===== src/rp_pkg.sv =====
// shared package for the acquisition data path and register side
// holds bus geometry, region map, register offsets and sample type
`default_nettype none

package rp_pkg;

  ////////////////////
  // adc capture
  ////////////////////
  localparam int ADC_CH   = 4;   // channels
  localparam int ADC_PINS = 7;   // ddr pins per channel
  localparam int ADC_DW   = 14;  // sample width

  typedef logic signed [ADC_DW-1:0] adc_sample_t;  // two's complement sample

  ////////////////////
  // system bus
  ////////////////////
  localparam int BUS_AW     = 32;
  localparam int BUS_DW     = 32;
  localparam int REGION_LSB = 20;  // region field starts here
  localparam int REGION_N   = 8;
  localparam int REGION_HK  = 0;   // housekeeping
  localparam int REGION_AMS = 4;   // analog outputs
  localparam int OFS_W      = 20;  // offset inside a region

  // housekeeping map
  localparam logic [OFS_W-1:0]  HK_ID_OFS  = 20'h00000;
  localparam logic [OFS_W-1:0]  HK_LED_OFS = 20'h00030;
  localparam logic [BUS_DW-1:0] HK_ID      = 32'h0a1d_0004;  // board id word
  localparam int                LED_W      = 8;

  ////////////////////
  // pdm outputs
  ////////////////////
  localparam int                PDM_CH       = 4;
  localparam int                PDM_W        = 8;
  localparam logic [PDM_W-1:0]  PDM_RANGE    = 8'd255;      // fixed period
  localparam logic [OFS_W-1:0]  PDM_OFS_BASE = 20'h00020;   // duty 0, then +4 each

endpackage

`default_nettype wire


===== src/adc_deserializer.sv =====
// adc deserializer
// merges rise/fall pin bits into 14-bit words per channel and converts the
// negative-slope offset code to two's complement, two register stages
`timescale 1ns/1ps
`default_nettype none

module adc_deserializer (
  input  wire logic                                            adc_clk_01,
  input  wire logic                                            arst_n_i,
  input  wire logic [rp_pkg::ADC_CH-1:0][rp_pkg::ADC_PINS-1:0] adc_rise_i, // odd bits
  input  wire logic [rp_pkg::ADC_CH-1:0][rp_pkg::ADC_PINS-1:0] adc_fall_i, // even bits
  output      rp_pkg::adc_sample_t [rp_pkg::ADC_CH-1:0]        adc_dat_o
);

  logic [rp_pkg::ADC_CH-1:0][rp_pkg::ADC_DW-1:0] raw;     // interleaved raw code
  rp_pkg::adc_sample_t [rp_pkg::ADC_CH-1:0]        conv_q;  // first stage

  ////////////////////
  // bit interleave
  ////////////////////
  always_comb begin
    for (int ch = 0; ch < rp_pkg::ADC_CH; ch++) begin
      for (int k = 0; k < rp_pkg::ADC_PINS; k++) begin
        raw[ch][2*k]   = adc_fall_i[ch][k];  // falling edge -> even
        raw[ch][2*k+1] = adc_rise_i[ch][k];  // rising edge -> odd
      end
    end
  end

  ////////////////////
  // code conversion + pipeline
  ////////////////////
  always_ff @(posedge adc_clk_01 or negedge arst_n_i) begin
    if (!arst_n_i) begin
      conv_q    <= '0;
      adc_dat_o <= '0;
    end else begin
      for (int ch = 0; ch < rp_pkg::ADC_CH; ch++) begin
        // keep msb, flip the rest
        conv_q[ch] <= {raw[ch][rp_pkg::ADC_DW-1], ~raw[ch][rp_pkg::ADC_DW-2:0]};
      end
      adc_dat_o <= conv_q;  // second stage
    end
  end

endmodule

`default_nettype wire


===== src/sys_bus_decoder.sv =====
// system bus decoder
// splits the strobe/ack bus into eight regions, routes strobes to the two
// live slaves, muxes their replies and answers empty regions with an error
`timescale 1ns/1ps
`default_nettype none

module sys_bus_decoder (
  input  wire logic                         adc_clk_01,
  input  wire logic                         arst_n_i,
  // master side
  input  wire logic [rp_pkg::BUS_AW-1:0]    sys_addr_i,
  input  wire logic [rp_pkg::BUS_DW-1:0]    sys_wdata_i,
  input  wire logic                         sys_wen_i,
  input  wire logic                         sys_ren_i,
  output      logic [rp_pkg::BUS_DW-1:0]    sys_rdata_o,
  output      logic                         sys_ack_o,
  output      logic                         sys_err_o,
  // shared to slaves
  output      logic [rp_pkg::OFS_W-1:0]     ofs_o,
  output      logic [rp_pkg::BUS_DW-1:0]    wdata_o,
  // housekeeping
  output      logic                         hk_wen_o,
  output      logic                         hk_ren_o,
  input  wire logic [rp_pkg::BUS_DW-1:0]    hk_rdata_i,
  input  wire logic                         hk_ack_i,
  // analog outputs
  output      logic                         ams_wen_o,
  output      logic                         ams_ren_o,
  input  wire logic [rp_pkg::BUS_DW-1:0]    ams_rdata_i,
  input  wire logic                         ams_ack_i
);

  logic [$clog2(rp_pkg::REGION_N)-1:0] region;    // current region
  logic [$clog2(rp_pkg::REGION_N)-1:0] region_q;  // region of pending access
  logic                                strobe;
  logic                                sel_hk;
  logic                                sel_ams;
  logic                                stub_q;    // empty region hit

  assign region  = sys_addr_i[rp_pkg::REGION_LSB +: $clog2(rp_pkg::REGION_N)];
  assign strobe  = sys_wen_i | sys_ren_i;
  assign sel_hk  = (region == rp_pkg::REGION_HK);
  assign sel_ams = (region == rp_pkg::REGION_AMS);

  ////////////////////
  // request routing
  ////////////////////
  assign ofs_o     = sys_addr_i[rp_pkg::OFS_W-1:0];
  assign wdata_o   = sys_wdata_i;
  assign hk_wen_o  = sys_wen_i & sel_hk;
  assign hk_ren_o  = sys_ren_i & sel_hk;
  assign ams_wen_o = sys_wen_i & sel_ams;
  assign ams_ren_o = sys_ren_i & sel_ams;

  always_ff @(posedge adc_clk_01 or negedge arst_n_i) begin
    if (!arst_n_i) begin
      region_q <= '0;
      stub_q   <= 1'b0;
    end else begin
      if (strobe) region_q <= region;     // hold for the reply mux
      stub_q <= strobe & ~sel_hk & ~sel_ams;
    end
  end

  ////////////////////
  // reply mux
  ////////////////////
  always_comb begin
    sys_rdata_o = '0;  // also the answer for empty regions
    sys_ack_o   = stub_q;
    if (region_q == rp_pkg::REGION_HK && hk_ack_i) begin
      sys_rdata_o = hk_rdata_i;
      sys_ack_o   = 1'b1;
    end else if (region_q == rp_pkg::REGION_AMS && ams_ack_i) begin
      sys_rdata_o = ams_rdata_i;
      sys_ack_o   = 1'b1;
    end
  end

  assign sys_err_o = stub_q;

  // master never strobes both ways at once
  a_no_dual_strobe: assert property (@(posedge adc_clk_01) disable iff (!arst_n_i)
    !(sys_wen_i && sys_ren_i));

  // every ack, from a slave or from here, answers the strobe one cycle before
  a_ack_after_strobe: assert property (@(posedge adc_clk_01) disable iff (!arst_n_i)
    sys_ack_o |-> $past(sys_wen_i || sys_ren_i));

endmodule

`default_nettype wire


===== src/hk_regs.sv =====
// housekeeping slave
// read-only id word plus the led register
`timescale 1ns/1ps
`default_nettype none

module hk_regs (
  input  wire logic                         adc_clk_01,
  input  wire logic                         arst_n_i,
  input  wire logic [rp_pkg::OFS_W-1:0]     ofs_i,
  input  wire logic [rp_pkg::BUS_DW-1:0]    wdata_i,
  input  wire logic                         wen_i,
  input  wire logic                         ren_i,
  output      logic [rp_pkg::BUS_DW-1:0]    rdata_o,
  output      logic                         ack_o,
  output      logic [rp_pkg::LED_W-1:0]     led_o
);

  logic [rp_pkg::BUS_DW-1:0] rd_val;  // read data for current offset

  // led register, other offsets ignore writes
  always_ff @(posedge adc_clk_01 or negedge arst_n_i) begin
    if (!arst_n_i) begin
      led_o <= '0;
      ack_o <= 1'b0;
    end else begin
      if (wen_i && ofs_i == rp_pkg::HK_LED_OFS) led_o <= wdata_i[rp_pkg::LED_W-1:0];
      ack_o <= wen_i | ren_i;  // reply next cycle
    end
  end

  always_comb begin
    case (ofs_i)
      rp_pkg::HK_ID_OFS:  rd_val = rp_pkg::HK_ID;
      rp_pkg::HK_LED_OFS: rd_val = {{(rp_pkg::BUS_DW-rp_pkg::LED_W){1'b0}}, led_o};
      default:            rd_val = '0;  // unmapped reads as zero
    endcase
  end

  // read data, zero on writes
  always_ff @(posedge adc_clk_01) begin
    if (wen_i || ren_i) rdata_o <= ren_i ? rd_val : '0;
  end

endmodule

`default_nettype wire


===== src/pdm_regs.sv =====
// analog-output config slave
// four 8-bit pdm duty registers, one bus word apart
`timescale 1ns/1ps
`default_nettype none

module pdm_regs (
  input  wire logic                                          adc_clk_01,
  input  wire logic                                          arst_n_i,
  input  wire logic [rp_pkg::OFS_W-1:0]                      ofs_i,
  input  wire logic [rp_pkg::BUS_DW-1:0]                     wdata_i,
  input  wire logic                                          wen_i,
  input  wire logic                                          ren_i,
  output      logic [rp_pkg::BUS_DW-1:0]                     rdata_o,
  output      logic                                          ack_o,
  output      logic [rp_pkg::PDM_CH-1:0][rp_pkg::PDM_W-1:0]  duty_o
);

  logic [rp_pkg::PDM_CH-1:0] hit;     // offset matches duty reg i
  logic [rp_pkg::BUS_DW-1:0] rd_val;

  ////////////////////
  // address decode
  ////////////////////
  always_comb begin
    for (int i = 0; i < rp_pkg::PDM_CH; i++) begin
      hit[i] = (ofs_i == rp_pkg::PDM_OFS_BASE + 4*i);  // word spacing
    end
  end

  always_comb begin
    rd_val = '0;  // unmapped offsets read zero
    for (int i = 0; i < rp_pkg::PDM_CH; i++) begin
      if (hit[i]) rd_val = {{(rp_pkg::BUS_DW-rp_pkg::PDM_W){1'b0}}, duty_o[i]};
    end
  end

  ////////////////////
  // registers
  ////////////////////
  always_ff @(posedge adc_clk_01 or negedge arst_n_i) begin
    if (!arst_n_i) begin
      duty_o <= '0;
      ack_o  <= 1'b0;
    end else begin
      for (int i = 0; i < rp_pkg::PDM_CH; i++) begin
        if (wen_i && hit[i]) duty_o[i] <= wdata_i[rp_pkg::PDM_W-1:0];  // low byte only
      end
      ack_o <= wen_i | ren_i;
    end
  end

  // read data, captured with the strobe
  always_ff @(posedge adc_clk_01) begin
    if (wen_i || ren_i) rdata_o <= ren_i ? rd_val : '0;
  end

endmodule

`default_nettype wire


===== src/pdm_modulator.sv =====
// pdm modulator
// per channel accumulator, emits a one each time the sum wraps past the
// fixed range, so ones per 255 cycles equal the duty value
`timescale 1ns/1ps
`default_nettype none

module pdm_modulator (
  input  wire logic                                          adc_clk_01,
  input  wire logic                                          arst_n_i,
  input  wire logic [rp_pkg::PDM_CH-1:0][rp_pkg::PDM_W-1:0]  duty_i,
  output      logic [rp_pkg::PDM_CH-1:0]                     pdm_o
);

  for (genvar g = 0; g < rp_pkg::PDM_CH; g++) begin : g_ch
    logic [rp_pkg::PDM_W-1:0] acc_q;  // residue, always below range
    logic [rp_pkg::PDM_W:0]   sum;    // one carry bit
    logic [rp_pkg::PDM_W:0]   rem;    // sum minus range

    assign sum = {1'b0, acc_q} + {1'b0, duty_i[g]};
    assign rem = sum - {1'b0, rp_pkg::PDM_RANGE};

    always_ff @(posedge adc_clk_01 or negedge arst_n_i) begin
      if (!arst_n_i) begin
        acc_q    <= '0;
        pdm_o[g] <= 1'b0;
      end else if (sum >= {1'b0, rp_pkg::PDM_RANGE}) begin
        acc_q    <= rem[rp_pkg::PDM_W-1:0];  // wrap
        pdm_o[g] <= 1'b1;
      end else begin
        acc_q    <= sum[rp_pkg::PDM_W-1:0];
        pdm_o[g] <= 1'b0;
      end
    end

    // residue must stay in range across cycles, else density drifts
    a_acc_range: assert property (@(posedge adc_clk_01) disable iff (!arst_n_i)
      acc_q < rp_pkg::PDM_RANGE);
  end

endmodule

`default_nettype wire


===== src/analog_top.sv =====
// analog top
// adc capture, system bus decoder, housekeeping and pdm slaves, pdm outputs
`timescale 1ns/1ps
`default_nettype none

module analog_top (
  input  wire logic                                            adc_clk_01,
  input  wire logic                                            arst_n_i,
  // adc
  input  wire logic [rp_pkg::ADC_CH-1:0][rp_pkg::ADC_PINS-1:0] adc_rise_i,
  input  wire logic [rp_pkg::ADC_CH-1:0][rp_pkg::ADC_PINS-1:0] adc_fall_i,
  output      rp_pkg::adc_sample_t [rp_pkg::ADC_CH-1:0]        adc_dat_o,
  // system bus
  input  wire logic [rp_pkg::BUS_AW-1:0]                       sys_addr_i,
  input  wire logic [rp_pkg::BUS_DW-1:0]                       sys_wdata_i,
  input  wire logic                                            sys_wen_i,
  input  wire logic                                            sys_ren_i,
  output      logic [rp_pkg::BUS_DW-1:0]                       sys_rdata_o,
  output      logic                                            sys_ack_o,
  output      logic                                            sys_err_o,
  // board outputs
  output      logic [rp_pkg::LED_W-1:0]                        led_o,
  output      logic [rp_pkg::PDM_CH-1:0]                       dac_pwm_o
);

  logic [rp_pkg::OFS_W-1:0]                      ofs;
  logic [rp_pkg::BUS_DW-1:0]                     wdata;
  logic                                          hk_wen, hk_ren, hk_ack;
  logic [rp_pkg::BUS_DW-1:0]                     hk_rdata;
  logic                                          ams_wen, ams_ren, ams_ack;
  logic [rp_pkg::BUS_DW-1:0]                     ams_rdata;
  logic [rp_pkg::PDM_CH-1:0][rp_pkg::PDM_W-1:0]  pdm_duty;  // regs -> modulator

  ////////////////////
  // adc capture
  ////////////////////
  adc_deserializer i_adc (
    .adc_clk_01 (adc_clk_01), .arst_n_i (arst_n_i),
    .adc_rise_i (adc_rise_i), .adc_fall_i (adc_fall_i),
    .adc_dat_o  (adc_dat_o)
  );

  ////////////////////
  // bus + slaves
  ////////////////////
  sys_bus_decoder i_dec (
    .adc_clk_01  (adc_clk_01),  .arst_n_i    (arst_n_i),
    .sys_addr_i  (sys_addr_i),  .sys_wdata_i (sys_wdata_i),
    .sys_wen_i   (sys_wen_i),   .sys_ren_i   (sys_ren_i),
    .sys_rdata_o (sys_rdata_o), .sys_ack_o   (sys_ack_o),
    .sys_err_o   (sys_err_o),
    .ofs_o       (ofs),         .wdata_o     (wdata),
    .hk_wen_o    (hk_wen),      .hk_ren_o    (hk_ren),
    .hk_rdata_i  (hk_rdata),    .hk_ack_i    (hk_ack),
    .ams_wen_o   (ams_wen),     .ams_ren_o   (ams_ren),
    .ams_rdata_i (ams_rdata),   .ams_ack_i   (ams_ack)
  );

  hk_regs i_hk (
    .adc_clk_01 (adc_clk_01), .arst_n_i (arst_n_i),
    .ofs_i      (ofs),        .wdata_i  (wdata),
    .wen_i      (hk_wen),     .ren_i    (hk_ren),
    .rdata_o    (hk_rdata),   .ack_o    (hk_ack),
    .led_o      (led_o)
  );

  pdm_regs i_ams (
    .adc_clk_01 (adc_clk_01), .arst_n_i (arst_n_i),
    .ofs_i      (ofs),        .wdata_i  (wdata),
    .wen_i      (ams_wen),    .ren_i    (ams_ren),
    .rdata_o    (ams_rdata),  .ack_o    (ams_ack),
    .duty_o     (pdm_duty)
  );

  // pdm analog outputs
  pdm_modulator i_pdm (
    .adc_clk_01 (adc_clk_01), .arst_n_i (arst_n_i),
    .duty_i     (pdm_duty),   .pdm_o    (dac_pwm_o)
  );

endmodule

`default_nettype wire


===== config.mk =====
export PLATFORM = sky130hd
export DESIGN_NAME = analog_top
export DESIGN_NICKNAME = d
export VERILOG_FILES = /design/src/rp_pkg.sv /design/src/adc_deserializer.sv /design/src/sys_bus_decoder.sv /design/src/hk_regs.sv /design/src/pdm_regs.sv /design/src/pdm_modulator.sv /design/src/analog_top.sv
export SDC_FILE = /design/constraint.sdc
export NUM_CORES = 1
export LEC_CHECK = 0
export BUFFER_PORTS_ARGS = -buffer_cell sky130_fd_sc_hd__buf_4
export CAP_MARGIN = 30
export CORE_UTILIZATION = 30
export DETAILED_ROUTE_END_ITERATION = 7
export GPL_TIMING_DRIVEN = 1
export HOLD_SLACK_MARGIN = 0.05
export PLACE_DENSITY = 0.52
export SYNTH_ARGS = -nofsm -noshare
export SYNTH_HDL_FRONTEND = slang
export SYNTH_SLANG_ARGS = --single-unit

===== constraint.sdc =====
create_clock -name adc_clk_01 -period 3.58 [get_ports adc_clk_01]
set_input_delay 0.358 -clock adc_clk_01 [delete_from_list [all_inputs] [get_ports adc_clk_01]]
set_output_delay 0.358 -clock adc_clk_01 [all_outputs]
set_load 0.01 [all_outputs]

After elaboration in Yosys (flattened, before gate mapping)
Index checks and enable logic that the tools add are counted.
- register bits: 258
- input bits: 124
- output and inout port bits: 102
- word-level logic and storage cells: 93
- $add $sub $neg: 8
- magnitude comparators: 4
- eq/ne operators: 7
- mux-type cells: 17
- bitwise logic cells: 16
- reduce and logical (&&, ||, !) cells: 13
- operator list (operator ; count):
    == test 20 x 6 -> 1 bit, second input constant ; 5
    2-to-1 mux 32 bit ; 2
    2-to-1 mux 8 bit ; 8
    case mux 28 bit (2 select lines) ; 1
    inverter 13 bit ; 4
    adder 8 x 8 -> 9 bit ; 4
    >= comparator 9 x 8 -> 1 bit, second input constant ; 4
    subtractor 8 bit, second input constant ; 4
    zero test 20 bit ; 1
    logical AND 1 bit ; 7
    bitwise AND 1 bit ; 6
    == test 3 bit, second input constant ; 2
    zero test 3 bit ; 2
    2-to-1 mux 1 bit ; 6
    OR reduction 4 bit ; 1
    inverter 1 bit ; 3
    OR 1 bit ; 3
    logical OR 1 bit ; 2

Logic depth before layout (Yosys ltp)
Gate-level depths: netlist of the first run.
- word-level depth: 5
- gate-level depth with buffers: 9
- mapped depth without buffers: 8

By module
Synthesis of the first run repeated with hierarchy kept, for this count alone.
- cell total of the unflattened synthesis: 865
- area, all modules: 10405.0 sq um
- modules (own cells, without submodules) (module ; instances ; cells an instance ; area each (sq um) ; sequential area each (sq um)):
    pdm_modulator ; 1 ; 365 ; 3318.2 ; 900.9
    adc_deserializer ; 1 ; 164 ; 2997.9 ; 2802.7
    pdm_regs ; 1 ; 154 ; 2128.3 ; 1066.0
    sys_bus_decoder ; 1 ; 108 ; 992.2 ; 100.1
    hk_regs ; 1 ; 74 ; 968.4 ; 495.5

Least setup slack after synthesis of the first run
No wires, ideal clock.
- path type: register -> register
- from: register i_ams.duty_o[24] (netlist name)
- to: register i_pdm.g_ch[3].acc_q[1] (netlist name)
- arrival: 2.540 ns
- required time: 3.452 ns
- setup slack: 0.913 ns
- stages on the path, launching flop included: 9
- buffers on the path: 0
- period minus slack after synthesis: 2.667 ns
- cells stage by stage: dfrtp_1 ha_1 fa_1 a21o_1 a221oi_1 xnor2_1 o21ai_1 o31ai_4 mux2_1
- word-level cells in the longest chain between the ends: 3
- elaborated cells on any way between the ends: 4
- those cells by class: add/sub (2); order compare (1); mux (1)
- RTL lines (item ; line ; source):
    from (decl) ; pdm_regs.sv:15 ; output logic [rp_pkg::PDM_CH-1:0][rp_pkg::PDM_W-1:0] duty_o
    from (signal, indexed assignment) ; pdm_regs.sv:46 ; if (wen_i && hit[i]) duty_o[i] <= wdata_i[rp_pkg::PDM_W-1:0];
    adder 8 x 8 -> 9 bit (*) ; pdm_modulator.sv:19 ; assign sum = {1'b0, acc_q} + {1'b0, duty_i[g]};
    subtractor 8 bit / >= comparator 9 x 8 -> 1 bit (equally long branches) ; pdm_modulator.sv:20, pdm_modulator.sv:26 ;
    2-to-1 mux 8 bit (*) ; pdm_modulator.sv:26 ; end else if (sum >= {1'b0, rp_pkg::PDM_RANGE}) begin
    to (signal assigned) ; pdm_modulator.sv:27 ; acc_q <= rem[rp_pkg::PDM_W-1:0];
    to (signal assigned) ; pdm_modulator.sv:30 ; acc_q <= sum[rp_pkg::PDM_W-1:0];
    to (decl) ; pdm_modulator.sv:15 ; logic [rp_pkg::PDM_W-1:0] acc_q;
Mark *: on every way between the ends. The rest lies on a longest branch, timed or not.
A chain may end at the register's enable or synchronous reset.

Final worst setup path of the first run
Same ends and word-level chain as after synthesis.

==> impl.org, run 1 <==
** Timing
- Setup slack closes at 0.575 ns.
- For the pin with the worst max-slew slack, the measured transition is between 0.9 and 1 ns.
- The clock period could shrink to ~3.0 ns.
- Setup TNS after final layout :: 0 ns
- Tightest hold margin :: 0.116 ns
- Fin Clk Skew :: between 0.02 and 0.025 ns
- Setup repair after global routing left no endpoint under its margin.
- Crit share post-route :: a little over four fifths
- Max-slew violation total from the final report :: 0
- Worst relative slew slack :: about 35%
- Fmax :: about 330 MHz
- Setup violations remaining at the end of the flow were counted as 0.
- The number of hold-slack violations in the final timing report was 0.

** Synth
- Share of the synthesized area in compound gates (AO/OA/AOI/OAI) :: 10.8%
- Summing every instance area after synthesis gives 0.00933 mm2.
- Number of warnings issued by yosys :: 0
- Fraction of the yosys area taken by sequential cells :: a little under three fifths
- Cell variety after synth :: 78
- The most used flip-flop cell after synthesis is sky130_fd_sc_hd__dfrtp_1.
- Post-synthesis area per instance :: 12.5 um2
- Basic-gate share of the synthesized area counting and, or, nand and nor cells :: a little over a tenth
- Of the total synthesized cell area, the portion taken by XOR and XNOR cells is roughly 2.3%.
- Post-synth ARST share :: 91.9%
- Portion of netlist area occupied by mux cells :: under 10%
- Top cell type by total area after synthesis :: sky130_fd_sc_hd__dfrtp_1
- Combinational family with the most area after synthesis :: compound AO/OA/AOI/OAI gates
- Register bit total from synthesis :: approximately 210
- The share of synthesized area in the top cell type comes to between 50 and 60%.
- Adder and majority gate portion of the synthesized area :: 5.69%
- Yosys mapped a number of flops with a built-in enable equal to 17.
- The cell count after synthesis came out at approximately 750.
- Top post-synthesis cells by area :: sky130_fd_sc_hd__dfrtp_1, sky130_fd_sc_hd__edfxtp_1, sky130_fd_sc_hd__ha_1

** Cells and area
- Filler cell count :: 2,946
- Synthesis-to-finish area growth :: 32.6%
- The multi-input combinational cells in the finished layout cover a total of approximately 0.0036 mm2.
- Fraction of final layout cells with drive strength greater than 1 :: 28.5%
- The library cells used most frequently in the layout, excluding fill and tap cells, are sky130_fd_sc_hd__dfrtp_1, sky130_fd_sc_hd__buf_4, sky130_fd_sc_hd__inv_1, sky130_fd_sc_hd__dlygate4sd3_1, sky130_fd_sc_hd__ha_1.
- Area used by sequential logic in the layout :: about 0.0054 mm2
- 0 antenna diodes ended up in the layout.
- After the flow finishes, the layout carries non-filler instances totaling approximately 1,400.
- Layout net count :: between 1,000 and 1,500
- Leaving out fill and tap cells, the most frequent cell in the layout is sky130_fd_sc_hd__dfrtp_1.

** Hold path
- In this run the most critical hold path is launched from sys_addr_i[21].
- In this run the worst hold path is classified as input pin to flop.

** Routing
- Once detail routing completed, the nets flagged for antenna violations numbered 0.
- TritonRoute pass-1 iters :: 4
- Mean routed wirelength per cell :: approximately 14 um
- Dividing the detail-routed via count by the number of cells gives 4.57.
- Final wirelength :: ~20,000 um
- The first routing iteration left 292 violations.
- Number of vias in the routed layout :: ~6,400
- After detailed routing, the number of remaining DRC violations is 0.

** Die
- Number of placement rows :: 64
- Pin placement for this block handled 226 I/O pins.
- The core region is about 0.031 mm2.
- The die is between 150 and 200 um tall.
- The floorplan step defined a die boundary enclosing between 0.03 and 0.04 mm2.
- For this configuration, the core starts out at a cell density of a little under a third.
- From left edge to right edge, the die measures about 180 um.

** Worst setup path
- For the worst setup path, the data required time is between 3 and 4 ns.
- Along the worst path, the maximum fanout reaches 5.
- Kind of end point of the critical path :: flop
- Launch point of the critical path :: i_ams.duty_o[24]
- Among all stages on the critical path, the largest delay is contributed by sky130_fd_sc_hd__a221oi_1.
- In this run the critical register-to-register path is launched from i_ams.duty_o[24].
- Max incr delay on CP :: around 0.43 ns
- The signal on the critical path passes through ha_1, fa_1, a21o_1, a221oi_1, xnor2_1, o21ai_1, o31ai_4, mux2_1.
- STA puts the critical path data arrival time at between 3 and 4 ns.
- Classification of the worst setup path :: flop to flop
- STA classifies the critical path startpoint as a flop.

** Clock tree
- Resize count post-CTS :: 0
- Clock tree synthesis found a total of around 210 sinks.
- Clock-pin slew was measured on the worst setup and hold paths at 0.05 ns.
- Num CTS Buffers :: 25
- Htree depth :: 1
- Library cell used as clock root buffer :: sky130_fd_sc_hd__clkbuf_16
- Clock tree from TritonCTS :: built
- Post-CTS setup buffers :: 0
- Insertion delay of the later-clocked pin in the worst-skew pair :: between 0.5 and 0.6 ns
- Maximum root-to-sink buffer count :: 3

** Global route
- The number of global-route vias before repair was approximately 6,300.
- Entering global routing, the biggest net connects 86 pins.
- Global route total overflow :: 0
- Global-route wire length before repair :: around 32,000 um
- All-layer global routing usage :: 12.7%
- The initial antenna violation count came to 0.

** Placement
- Prior to clock tree synthesis, the placed netlist has a worst setup slack of around 0.6 ns.
- Summed over all nets, the half-perimeter wirelength after detailed placement is roughly 14,000 um.
- Once placement completed, the tool counted placed cells totaling 1,305.
- Port buffer count :: about 170
- Routability-driven placement finished with a final weighted congestion of approximately 0.8.

** Pwr
- Total power divided by cell area :: between 400 and 500 mW/mm2
- After layout, the design draws a total of between 5 and 6 mW.
- Worst IR Drop VDD :: between 0.4 and 0.5 mV
- In this run the static leakage power is 6.11 nW.

** Status
- The run finished with clean final reports.

** Job
- Max-cap violations in this run came to 0.
[worst paths after layout]
| check | end | slack [ns] | depth (start not counted) |
|---|---|---|---|
| max in group asynchronous | i_pdm.g_ch[2].acc_q[2] | 2.23 | 3 |
| worst min-delay path | i_dec.region_q[1] | 0.12 | 2 |
| worst min register to register | i_adc.adc_dat_o[47] | 0.34 | 0 |
| worst max-delay path | i_pdm.g_ch[3].acc_q[1] | 0.57 | 8 |
| min in group asynchronous | i_adc.conv_q[4] | 0.44 | 2 |
| worst max register to register | i_pdm.g_ch[3].acc_q[1] | 0.57 | 8 |
[state kept, by name, indices dropped and copies added (netlist names)]
register,cells
i_pdm.g_ch.acc_q,32
i_dec.region_q,3
i_hk.ack_o,1
i_dec.sys_err_o,1
i_adc.adc_dat_o,56
i_adc.conv_q,56
i_pdm.pdm_o,4
i_ams.duty_o,32
i_ams.ack_o,1
i_hk.led_o,8
i_hk.rdata_o,9
i_ams.rdata_o,8
[area by class of cell]
type                    instances  area share (%)
clock buffers                  34            5.65
clock inverters                11           0.688
inverters                      66            2.00
multi-input cells             454            28.7
flip-flops and latches        211            43.4
well taps                     396            4.01
repair buffers                235            15.6
[per-layer routing]
layer  GRT usage (%)  wire (um)  vias to the layer above
met5               0          0                        -
met4            4.13        574                        0
met3            3.67       1460                       37
met2            20.2       9070                      185
met1            16.6       8970                     3087
li1                -          -                     3116
[Yosys cell counts (3+ instances only)]
library cell,number
sky130_fd_sc_hd__mux2_1,3
sky130_fd_sc_hd__edfxtp_1,17
sky130_fd_sc_hd__a21oi_1,28
sky130_fd_sc_hd__clkbuf_1,4
sky130_fd_sc_hd__a211oi_1,3
sky130_fd_sc_hd__nand2b_1,9
sky130_fd_sc_hd__o221ai_1,3
sky130_fd_sc_hd__a22o_1,8
sky130_fd_sc_hd__nand3_1,28
sky130_fd_sc_hd__o21ai_1,6
sky130_fd_sc_hd__xnor2_1,12
sky130_fd_sc_hd__mux2_2,35
sky130_fd_sc_hd__nor2b_1,4
sky130_fd_sc_hd__fa_1,4
sky130_fd_sc_hd__buf_4,26
sky130_fd_sc_hd__ha_1,36
sky130_fd_sc_hd__o211ai_1,9
sky130_fd_sc_hd__inv_1,66
sky130_fd_sc_hd__nor3_1,26
sky130_fd_sc_hd__o22ai_1,8
sky130_fd_sc_hd__nor4_1,8
sky130_fd_sc_hd__a21o_1,19
sky130_fd_sc_hd__nor2_1,24
sky130_fd_sc_hd__or4_1,3
sky130_fd_sc_hd__dfrtp_1,194
sky130_fd_sc_hd__or2_2,3
sky130_fd_sc_hd__mux2i_1,4
sky130_fd_sc_hd__o21a_1,5
sky130_fd_sc_hd__or3_1,5
sky130_fd_sc_hd__and2_1,9
sky130_fd_sc_hd__o2111a_1,3
sky130_fd_sc_hd__and3_1,11
sky130_fd_sc_hd__a221oi_1,3
sky130_fd_sc_hd__or3b_1,3
sky130_fd_sc_hd__xor2_1,11
sky130_fd_sc_hd__mux2_4,17
sky130_fd_sc_hd__a31oi_1,3
sky130_fd_sc_hd__nand4_1,4
sky130_fd_sc_hd__nand2_1,21
sky130_fd_sc_hd__o21ai_0,15
[critical path: cells and delay by family, from the launching register on]
family,cells,cell delay [ns]
compound gates,4,1.21
xor+xnor,1,0.26
fa+ha+maj,2,0.65
flops,1,0.40
mux,1,0.36
[report_power, final]
| group | leakage (nW) | switching [mW] | internal, mW |
|---|---|---|---|
| logic | 3.22 | 0.215 | 0.213 |
| registers | 2.50 | 0.0252 | 2.50 |
| clock network | 0.382 | 0.970 | 1.43 |
| total | 6.11 | 1.21 | 4.14 |
[kinds of logic after synthesis]
logic type,count (synthesis)
flip-flops,211
buffers and inverters,100
other,1
AO/OA/AOI/OAI,137
XOR/XNOR,24
AND/OR/NAND/NOR,175
multiplexers,60
adder cells (fa/ha/maj),40
[repair_timing]
action                                 4_1_cts  5_1_grt
setup endpoints to repair                    0        0
hold buffers                                57        0
endpoints found under the hold margin      139        0
[through the flow]
stage                     utilization, %  area, um2
final                               40.4      12400
after global placement              36.0      11000
after CTS                           40.4      12400
after detailed placement            36.0      11000
after floorplan                        -       9390
after global routing                40.4      12400
No activity file was read; power rests on OpenSTA's default activity.
==> run 2: changes to the inputs <==
==> constraint.sdc (replaced) <==
create_clock -name adc_clk_01 -period 2.97 [get_ports adc_clk_01]
set_input_delay 0.297 -clock adc_clk_01 [delete_from_list [all_inputs] [get_ports adc_clk_01]]
set_output_delay 0.297 -clock adc_clk_01 [all_outputs]
set_load 0.01 [all_outputs]
==> impl.org, run 2 (synthesis results as in run 1) <==
** Worst setup path
- Launch instance of the worst register-to-register path :: i_ams.duty_o[8]
- Reg-to-reg setup timing slack :: between 0.15 and 0.2 ns
- STA classifies the critical path endpoint as a flop.
- The worst register-to-register path ends at i_pdm.g_ch[1].acc_q[1].
- WP data arrival :: about 3.2 ns
- Crit start category :: flop
- Data on the critical path is required at its endpoint by 3.36 ns.
- Worst Reg2Reg Path Length in Cells :: 8
- Of all nets on the critical path, the largest fanout is 4.
- Classification of the worst setup path :: flop to flop

** Clock tree
- Clock latency on the worst-skew pair, taken at its later pin, is 0.51 ns.
- TritonCTS created 25 clock buffers.
- Clock tree from TritonCTS :: built
- Post-CTS setup buffers :: 0
- Clock Sink Count :: 211
- The tree is rooted in a sky130_fd_sc_hd__clkbuf_16.
- After clock tree synthesis, the clock-pin slew on the worst setup and hold paths is about 0.060 ns.
- In this run the number of H-tree levels came out at 1.
- Maximum root-to-sink buffer count :: 3

** Global route
- The number of global-route vias before repair came to between 6,000 and 7,000.
- Entering global routing, the biggest net connects 90 pins.
- Global-route wire length before repair :: 32,500 um
- Across every metal layer, demand over resource in global routing totals between 10% and 20%.
- Global routing finished with a remaining overflow of 0.
- The initial antenna violation count came to 0.

** Hold path
- Type of the most critical hold path :: input pin to flop
- The startpoint identified for the worst hold timing path is sys_wdata_i[6].
- The path with the worst hold slack has its endpoint at i_ams.duty_o[14].
- The worst hold path passes through 2 cells.

** Routing
- Count of routing violations after the opening detailed-route iteration :: roughly 250
- Number of vias in the routed layout :: 6,424
- The first detailed-routing pass took 4 iterations.
- DRC violations left :: 0
- Using the TritonRoute via totals, the vias-per-cell ratio works out to 4.52.
- Wires add up to roughly 20,000 um.
- The detail route stage leaves a number of antenna-violating nets equal to 0.
- After detailed routing, the average wire length per cell comes to 14.3 um.

** Timing
- Max-slew violation total from the final report :: 0
- Subtracting the final worst setup slack from the clock period gives 2.81 ns.
- Fin Clk Skew :: about 0.0055 ns
- Transition at the pin with the smallest max-transition slack :: about 0.9 ns
- Setup violations remaining at the end of the flow were counted as 0.
- Final hold viol count :: 0
- Based on the critical path, the design can be clocked at up to between 300 and 400 MHz.
- Measured against its own limit, the worst slew margin works out to 40.6%.
- Setup repair after global routing left no endpoint under its margin.
- Setup TNS after final layout :: 0 ns
- Crit share post-route :: a little over nine tenths

** Placement
- Placed insts :: 1,317
- Post-DP HPWL :: ~15,000 um
- Port buffer count :: about 170
- Area after detailed placement :: 0.0111 mm2
- At the end of routability-driven placement, the weighted congestion stood at about 0.78.

** Die
- The initialized floorplan defines 64 standard-cell rows.
- In this run the horizontal extent of the chip is between 150 and 200 um.
- The die is 178 um tall.
- Top-Level Pins :: approximately 230
- Die area :: 0.0318 mm2
- Std-Cell Core Area :: roughly 0.031 mm2
- The initial utilization of the core area, before any placement, comes to between 30% and 40%.

** Pwr
- Summed over all nets, the switching power comes to approximately 1.5 mW.
- Net switching is between 20% and 30% of the power.
- Cell Int Power :: between 5 and 6 mW
- The share of total power dissipated in sequential elements is 45.2%.
- Worst IR Drop VDD :: roughly 0.50 mV
- Combinational Power Share :: under 10%
- The share of total power dissipated in the clock network is approximately 47%.
- For this design the ratio of total power to cell area is between 500 and 600 mW/mm2.
- Static Leakage :: a little over 6 nW

** Cells and area
- Final instance area :: about 0.013 mm2
- The post-route netlist has between 20% and 30% of its cells at a drive strength greater than 1.
- Top flop regs :: i_adc.adc_dat_o: 56 flops, i_adc.conv_q: 56 flops
- The area growth from synthesis to layout is 34.9%.
- Most frequent cells in the layout :: sky130_fd_sc_hd__dfrtp_1, sky130_fd_sc_hd__buf_4, sky130_fd_sc_hd__inv_1, sky130_fd_sc_hd__dlygate4sd3_1, sky130_fd_sc_hd__ha_1
- Leaving out fill and tap cells, the most frequent cell in the layout is sky130_fd_sc_hd__dfrtp_1.
- After the last flow step, the layout net total stands at around 1,200.
- ANT cells :: 0
- After the flow finishes, the layout carries non-filler instances totaling 1,422.

** Status
- The run finished with clean final reports.

** Job
- Across the run, the number of max-cap violations was 0.
run 2: changes by cell type in the layout (fill, tap and decap cells not counted):
cell	delta
sky130_fd_sc_hd__buf_4	+12
sky130_fd_sc_hd__bufinv_16	+2
sky130_fd_sc_hd__clkbuf_1	-3
sky130_fd_sc_hd__clkbuf_16	+1
sky130_fd_sc_hd__clkinv_1	-3
sky130_fd_sc_hd__clkinv_4	+2
sky130_fd_sc_hd__clkinvlp_4	+1
sky130_fd_sc_hd__dlygate4sd3_1	+4
sky130_fd_sc_hd__inv_6	-1
sky130_fd_sc_hd__xnor2_1	-1
sky130_fd_sc_hd__xnor2_2	+1
run 2: how the worst max path moves through the flow:
stage	depth (start not counted)	endpoint	startpoint	slack [ns]
5_1_grt	8	i_pdm.g_ch[2].acc_q[1]	i_ams.duty_o[16]	0.01
6_report	8	i_pdm.g_ch[1].acc_q[1]	i_ams.duty_o[8]	0.16
4_1_cts	8	i_pdm.g_ch[1].acc_q[1]	i_ams.duty_o[8]	0.13
3_5_place_dp	8	i_pdm.g_ch[1].acc_q[1]	i_ams.duty_o[8]	0.15
3_3_place_gp	8	i_pdm.g_ch[1].acc_q[1]	i_ams.duty_o[8]	0.21
2_1_floorplan	8	i_pdm.g_ch[3].acc_q[1]	i_ams.duty_o[24]	0.30
run 2: area by class of cell:
class,instances,area [um2]
clock buffers,32,713
inverters,66,248
well taps,396,495
fillers,2917,18000
flip-flops and latches,211,5370
repair buffers,251,2060
multi-input cells,454,3560
clock inverters,12,150
run 2: power by group through the flow:
stage / logic, mW / registers (mW) / clock network [mW]
final: 0.547 / 3.04 / 3.14
after detailed placement: 0.489 / 3.09 / 0
after global routing: 0.608 / 3.05 / 3.35
after floorplan: 0.188 / 3.11 / 0
after global placement: 0.485 / 3.09 / 0
after CTS: 0.556 / 3.04 / 3.24
run 2: routing by layer:
metal  global-route usage, %  part of all wire, %  vias up
li1                        -                    -     3152
met1                    16.8                   45     3084
met2                    20.3                   45      155
met3                    3.94                  7.6       33
met4                    3.53                  2.0        0
met5                       0                    0        -
run 2: stage by stage:
stage               total power, mW  setup WS, ns  utilization [%]  hold slack (ns)
floorplan                      3.29         0.303                -          0.00141
global placement               3.57         0.214             36.3            0.331
detailed placement             3.58         0.153             36.3            0.335
CTS                            6.84         0.135             41.1           0.0540
global route                   7.01       0.00997             41.1           0.0659
finish                         6.73         0.155             41.1           0.0761
run 2: critical path, cell delays in order (launching register included):
cell and delay, ns:
sky130_fd_sc_hd__dfrtp_1 0.40, sky130_fd_sc_hd__ha_1 0.25, sky130_fd_sc_hd__fa_1 0.42, sky130_fd_sc_hd__a21o_1 0.21
sky130_fd_sc_hd__a221oi_2 0.33, sky130_fd_sc_hd__xnor2_2 0.18, sky130_fd_sc_hd__a21bo_2 0.29, sky130_fd_sc_hd__o31a_1 0.30
sky130_fd_sc_hd__mux2_4 0.31
run 2: repair_timing:
action,in CTS,in global routing
resized for setup,0,1
endpoints found under the hold margin,149,0
setup endpoints to repair,0,1
hold buffers,61,0
==> run 3: changes to the inputs <==
--- a/config.mk
+++ b/config.mk
@@ -5,13 +5,13 @@
 export SDC_FILE = /design/constraint.sdc
 export NUM_CORES = 1
 export LEC_CHECK = 0
-export BUFFER_PORTS_ARGS = -buffer_cell sky130_fd_sc_hd__buf_4
 export CAP_MARGIN = 30
 export CORE_UTILIZATION = 30
 export DETAILED_ROUTE_END_ITERATION = 7
+export DONT_BUFFER_PORTS = 1
 export GPL_TIMING_DRIVEN = 1
 export HOLD_SLACK_MARGIN = 0.05
-export PLACE_DENSITY = 0.52
+export PLACE_DENSITY = 0.46
 export SYNTH_ARGS = -nofsm -noshare
 export SYNTH_HDL_FRONTEND = slang
 export SYNTH_SLANG_ARGS = --single-unit
==> impl.org, run 3 (synthesis results as in run 1) <==
** Job
- MaxCap Viol Count :: 0

** Routing
- In this run the remaining antenna-violating nets after routing total 0.
- Count of routing violations after the opening detailed-route iteration :: 219
- The routed layout has between 5,000 and 6,000 vias.
- After detailed routing, the number of vias per cell comes to approximately 4.7.
- The routed design has 19,900 um of wire.
- In the routed design, unresolved DRC markers number 0.
- The first detailed-routing pass took 4 iterations.
- After detailed routing, the average wire length per cell comes to between 15 and 20 um.

** Timing
- Minimum period implied by the final worst setup slack :: 2.81 ns
- Headroom to the max-slew limit came out at a little over two fifths.
- Final hold viol count :: between 150 and 200
- Max-slew violation total from the final report :: 0
- Clock skew on the completed layout was measured at ~0.0071 ns.
- Crit share post-route :: 94.6%
- Transition at the pin with the smallest max-transition slack :: 0.842 ns
- Setup TNS after final layout :: 0 ns
- Number of endpoints failing setup at the final stage :: 0
- Setup repair after global routing left no endpoint under its margin.
- Fmax :: 356 MHz
- Tightest hold margin :: -0.522 ns

** Die
- The die covers 0.0318 mm2.
- DIE HEIGHT :: 178 um
- For this design the top-level I/O count stands at about 230.
- The floorplan has 64 rows.
- Std-Cell Core Area :: about 0.031 mm2
- Die Span X :: 178 um
- For this configuration, the core starts out at a cell density of 30.5%.

** Clock tree
- Clock tree synthesis found a total of 211 sinks.
- Insertion delay of the later-clocked pin in the worst-skew pair :: around 0.52 ns
- In this run the clock root is driven by a sky130_fd_sc_hd__clkbuf_16.
- # hold bufs at CTS :: 72
- Clock-pin slew was measured on the worst setup and hold paths at 0.06 ns.
- Maximum root-to-sink buffer count :: 3
- Num CTS Buffers :: 25
- In this run the number of H-tree levels came out at 1.
- Clock tree from TritonCTS :: built

** Pwr
- Per report_power, the sequential group accounts for 48.1% of the total.
- Switch share :: between 20% and 30%
- Clk pwr share :: 46.9%
- Cell Int Power :: between 4 and 5 mW
- Static Leakage :: about 5.4 nW
- Combinational Power Share :: approximately 5%
- Total power divided by cell area :: approximately 560 mW/mm2
- VDD sags by at most approximately 0.42 mV.
- Net switching power of the design :: about 1.4 mW

** Worst setup path
- Maximum fanout count along the critical path :: 4
- The most critical setup path has its startpoint at i_ams.duty_o[8].
- Launch instance of the worst register-to-register path :: i_ams.duty_o[8]
- The worst setup path is of the flop to flop kind.
- STA classifies the critical path startpoint as a flop.
- WP data arrival :: roughly 3.2 ns
- The worst setup path is captured at a flop.
- CP required :: 3.37 ns

** Placement
- Summing all placed instances gives a cell area of a little under 0.01 mm2.
- RePlAce Congestion :: roughly 0.77
- Summed over all nets, the half-perimeter wirelength after detailed placement is approximately 13,000 um.
- Port buffer count :: 0

** Status
- Outcome :: complete, but fails checks
- The checks that failed: negative hold slack.

** Cells and area
- Fill cells in the final layout number approximately 3,000.
- In the final layout, the share of cells above drive strength 1 is approximately 15%.
- Once layout is done, the placed cells without fillers occupy between 0.01 and 0.015 mm2.
- The largest registers in the layout are i_adc.adc_dat_o: 56 flops, i_adc.conv_q: 56 flops.
- Relative to the synthesized area, the layout overhead comes to 21.2%.
- The repair_antennas step left the layout with diodes totalling 0.
- Most frequent cells in the layout :: sky130_fd_sc_hd__dfrtp_1, sky130_fd_sc_hd__dlygate4sd3_1, sky130_fd_sc_hd__inv_1, sky130_fd_sc_hd__ha_1, sky130_fd_sc_hd__mux2_2
- Most common library cell in the layout ignoring fill and taps :: sky130_fd_sc_hd__dfrtp_1
- Layout net count :: 1,008

** Global route
- Global-route wire length before repair :: 31,600 um
- Vias in the first global route :: 5,923
- The initial antenna violation count is 0.
- Entering global routing, the biggest net connects 195 pins.
- All-layer global routing usage :: 12.7%
- After global routing the overflow that remains totals 0.

** Hold path
- The tightest min-delay check is of the input pin to async pin type.
## run 3: cell count changes in the layout (fill, tap and decap cells not counted), sizes merged
cell	change
dlygate4sd3	+11
buf	-175
clkbuf	-1
clkinvlp	-1
clkinv	+1
inv	+1
bufinv	-2
## run 3: repair_timing
item	in CTS	in global routing
gates resized for setup	0	1
hold endpoints to repair	297	194
setup endpoints to repair	0	1
setup buffers	0	1
## run 3: worst paths after layout
kind	cells past startpoint	slack, ns	end
min	0	-0.52	i_adc.conv_q[4]
min reg2reg	0	0.34	i_adc.adc_dat_o[34]
max in group asynchronous	0	3.27	i_pdm.pdm_o[1]
min in group adc_clk_01	2	0.09	i_ams.duty_o[14]
max	8	0.16	i_pdm.g_ch[1].acc_q[1]
max reg2reg	8	0.16	i_pdm.g_ch[1].acc_q[1]
## run 3: area by class of cell
class	instances	area, um2	area share (%)
Inverter	66	248	2.19
Timing Repair Buffer	86	826	7.30
Multi-Input combinational cell	454	3550	31.4
Clock buffer	32	723	6.39
Tap cell	396	495	4.38
Clock inverter	11	97.6	0.863
Sequential cell	211	5370	47.4
## run 3: power by group through the flow
stage | Sequential [mW] | Clock [mW] | Combinational (mW)
3_5_place_dp | 3.12 | 0 | 0.229
6_report | 3.07 | 2.99 | 0.318
4_1_cts | 3.07 | 3.12 | 0.318
2_1_floorplan | 3.11 | 0 | 0.188
5_1_grt | 3.08 | 3.24 | 0.350
3_3_place_gp | 3.12 | 0 | 0.229
## run 3: worst max-delay path, cell delays in order (launching register included)
cell	delay [ns]
sky130_fd_sc_hd__dfrtp_1	0.40
sky130_fd_sc_hd__ha_1	0.24
sky130_fd_sc_hd__fa_1	0.41
sky130_fd_sc_hd__a21o_1	0.20
sky130_fd_sc_hd__a221oi_2	0.29
sky130_fd_sc_hd__xnor2_1	0.23
sky130_fd_sc_hd__a21bo_2	0.30
sky130_fd_sc_hd__o31a_1	0.31
sky130_fd_sc_hd__mux2_4	0.31
## run 3: layer usage
metal  GRT usage [%]  routed length [um]  vias up
met4            4.17                 447        0
met5               0                   0        -
met1            16.5                8950     2809
met3            4.69                1900       28
met2            19.4                8620      192
li1                -                   -     2824
## run 3: metrics by stage
stage	power [mW]	hold slack, ns	util (%)	instances	worst slack, ns
after detailed placement	3.35	0.00764	31.9	1140	0.161
after floorplan	3.29	0.00141	-	765	0.303
after global routing	6.67	-0.555	37.0	1256	0.0219
after global placement	3.35	0.00773	31.9	1140	0.200
final	6.38	-0.522	37.0	1256	0.162
after CTS	6.51	-0.552	36.9	1255	0.138
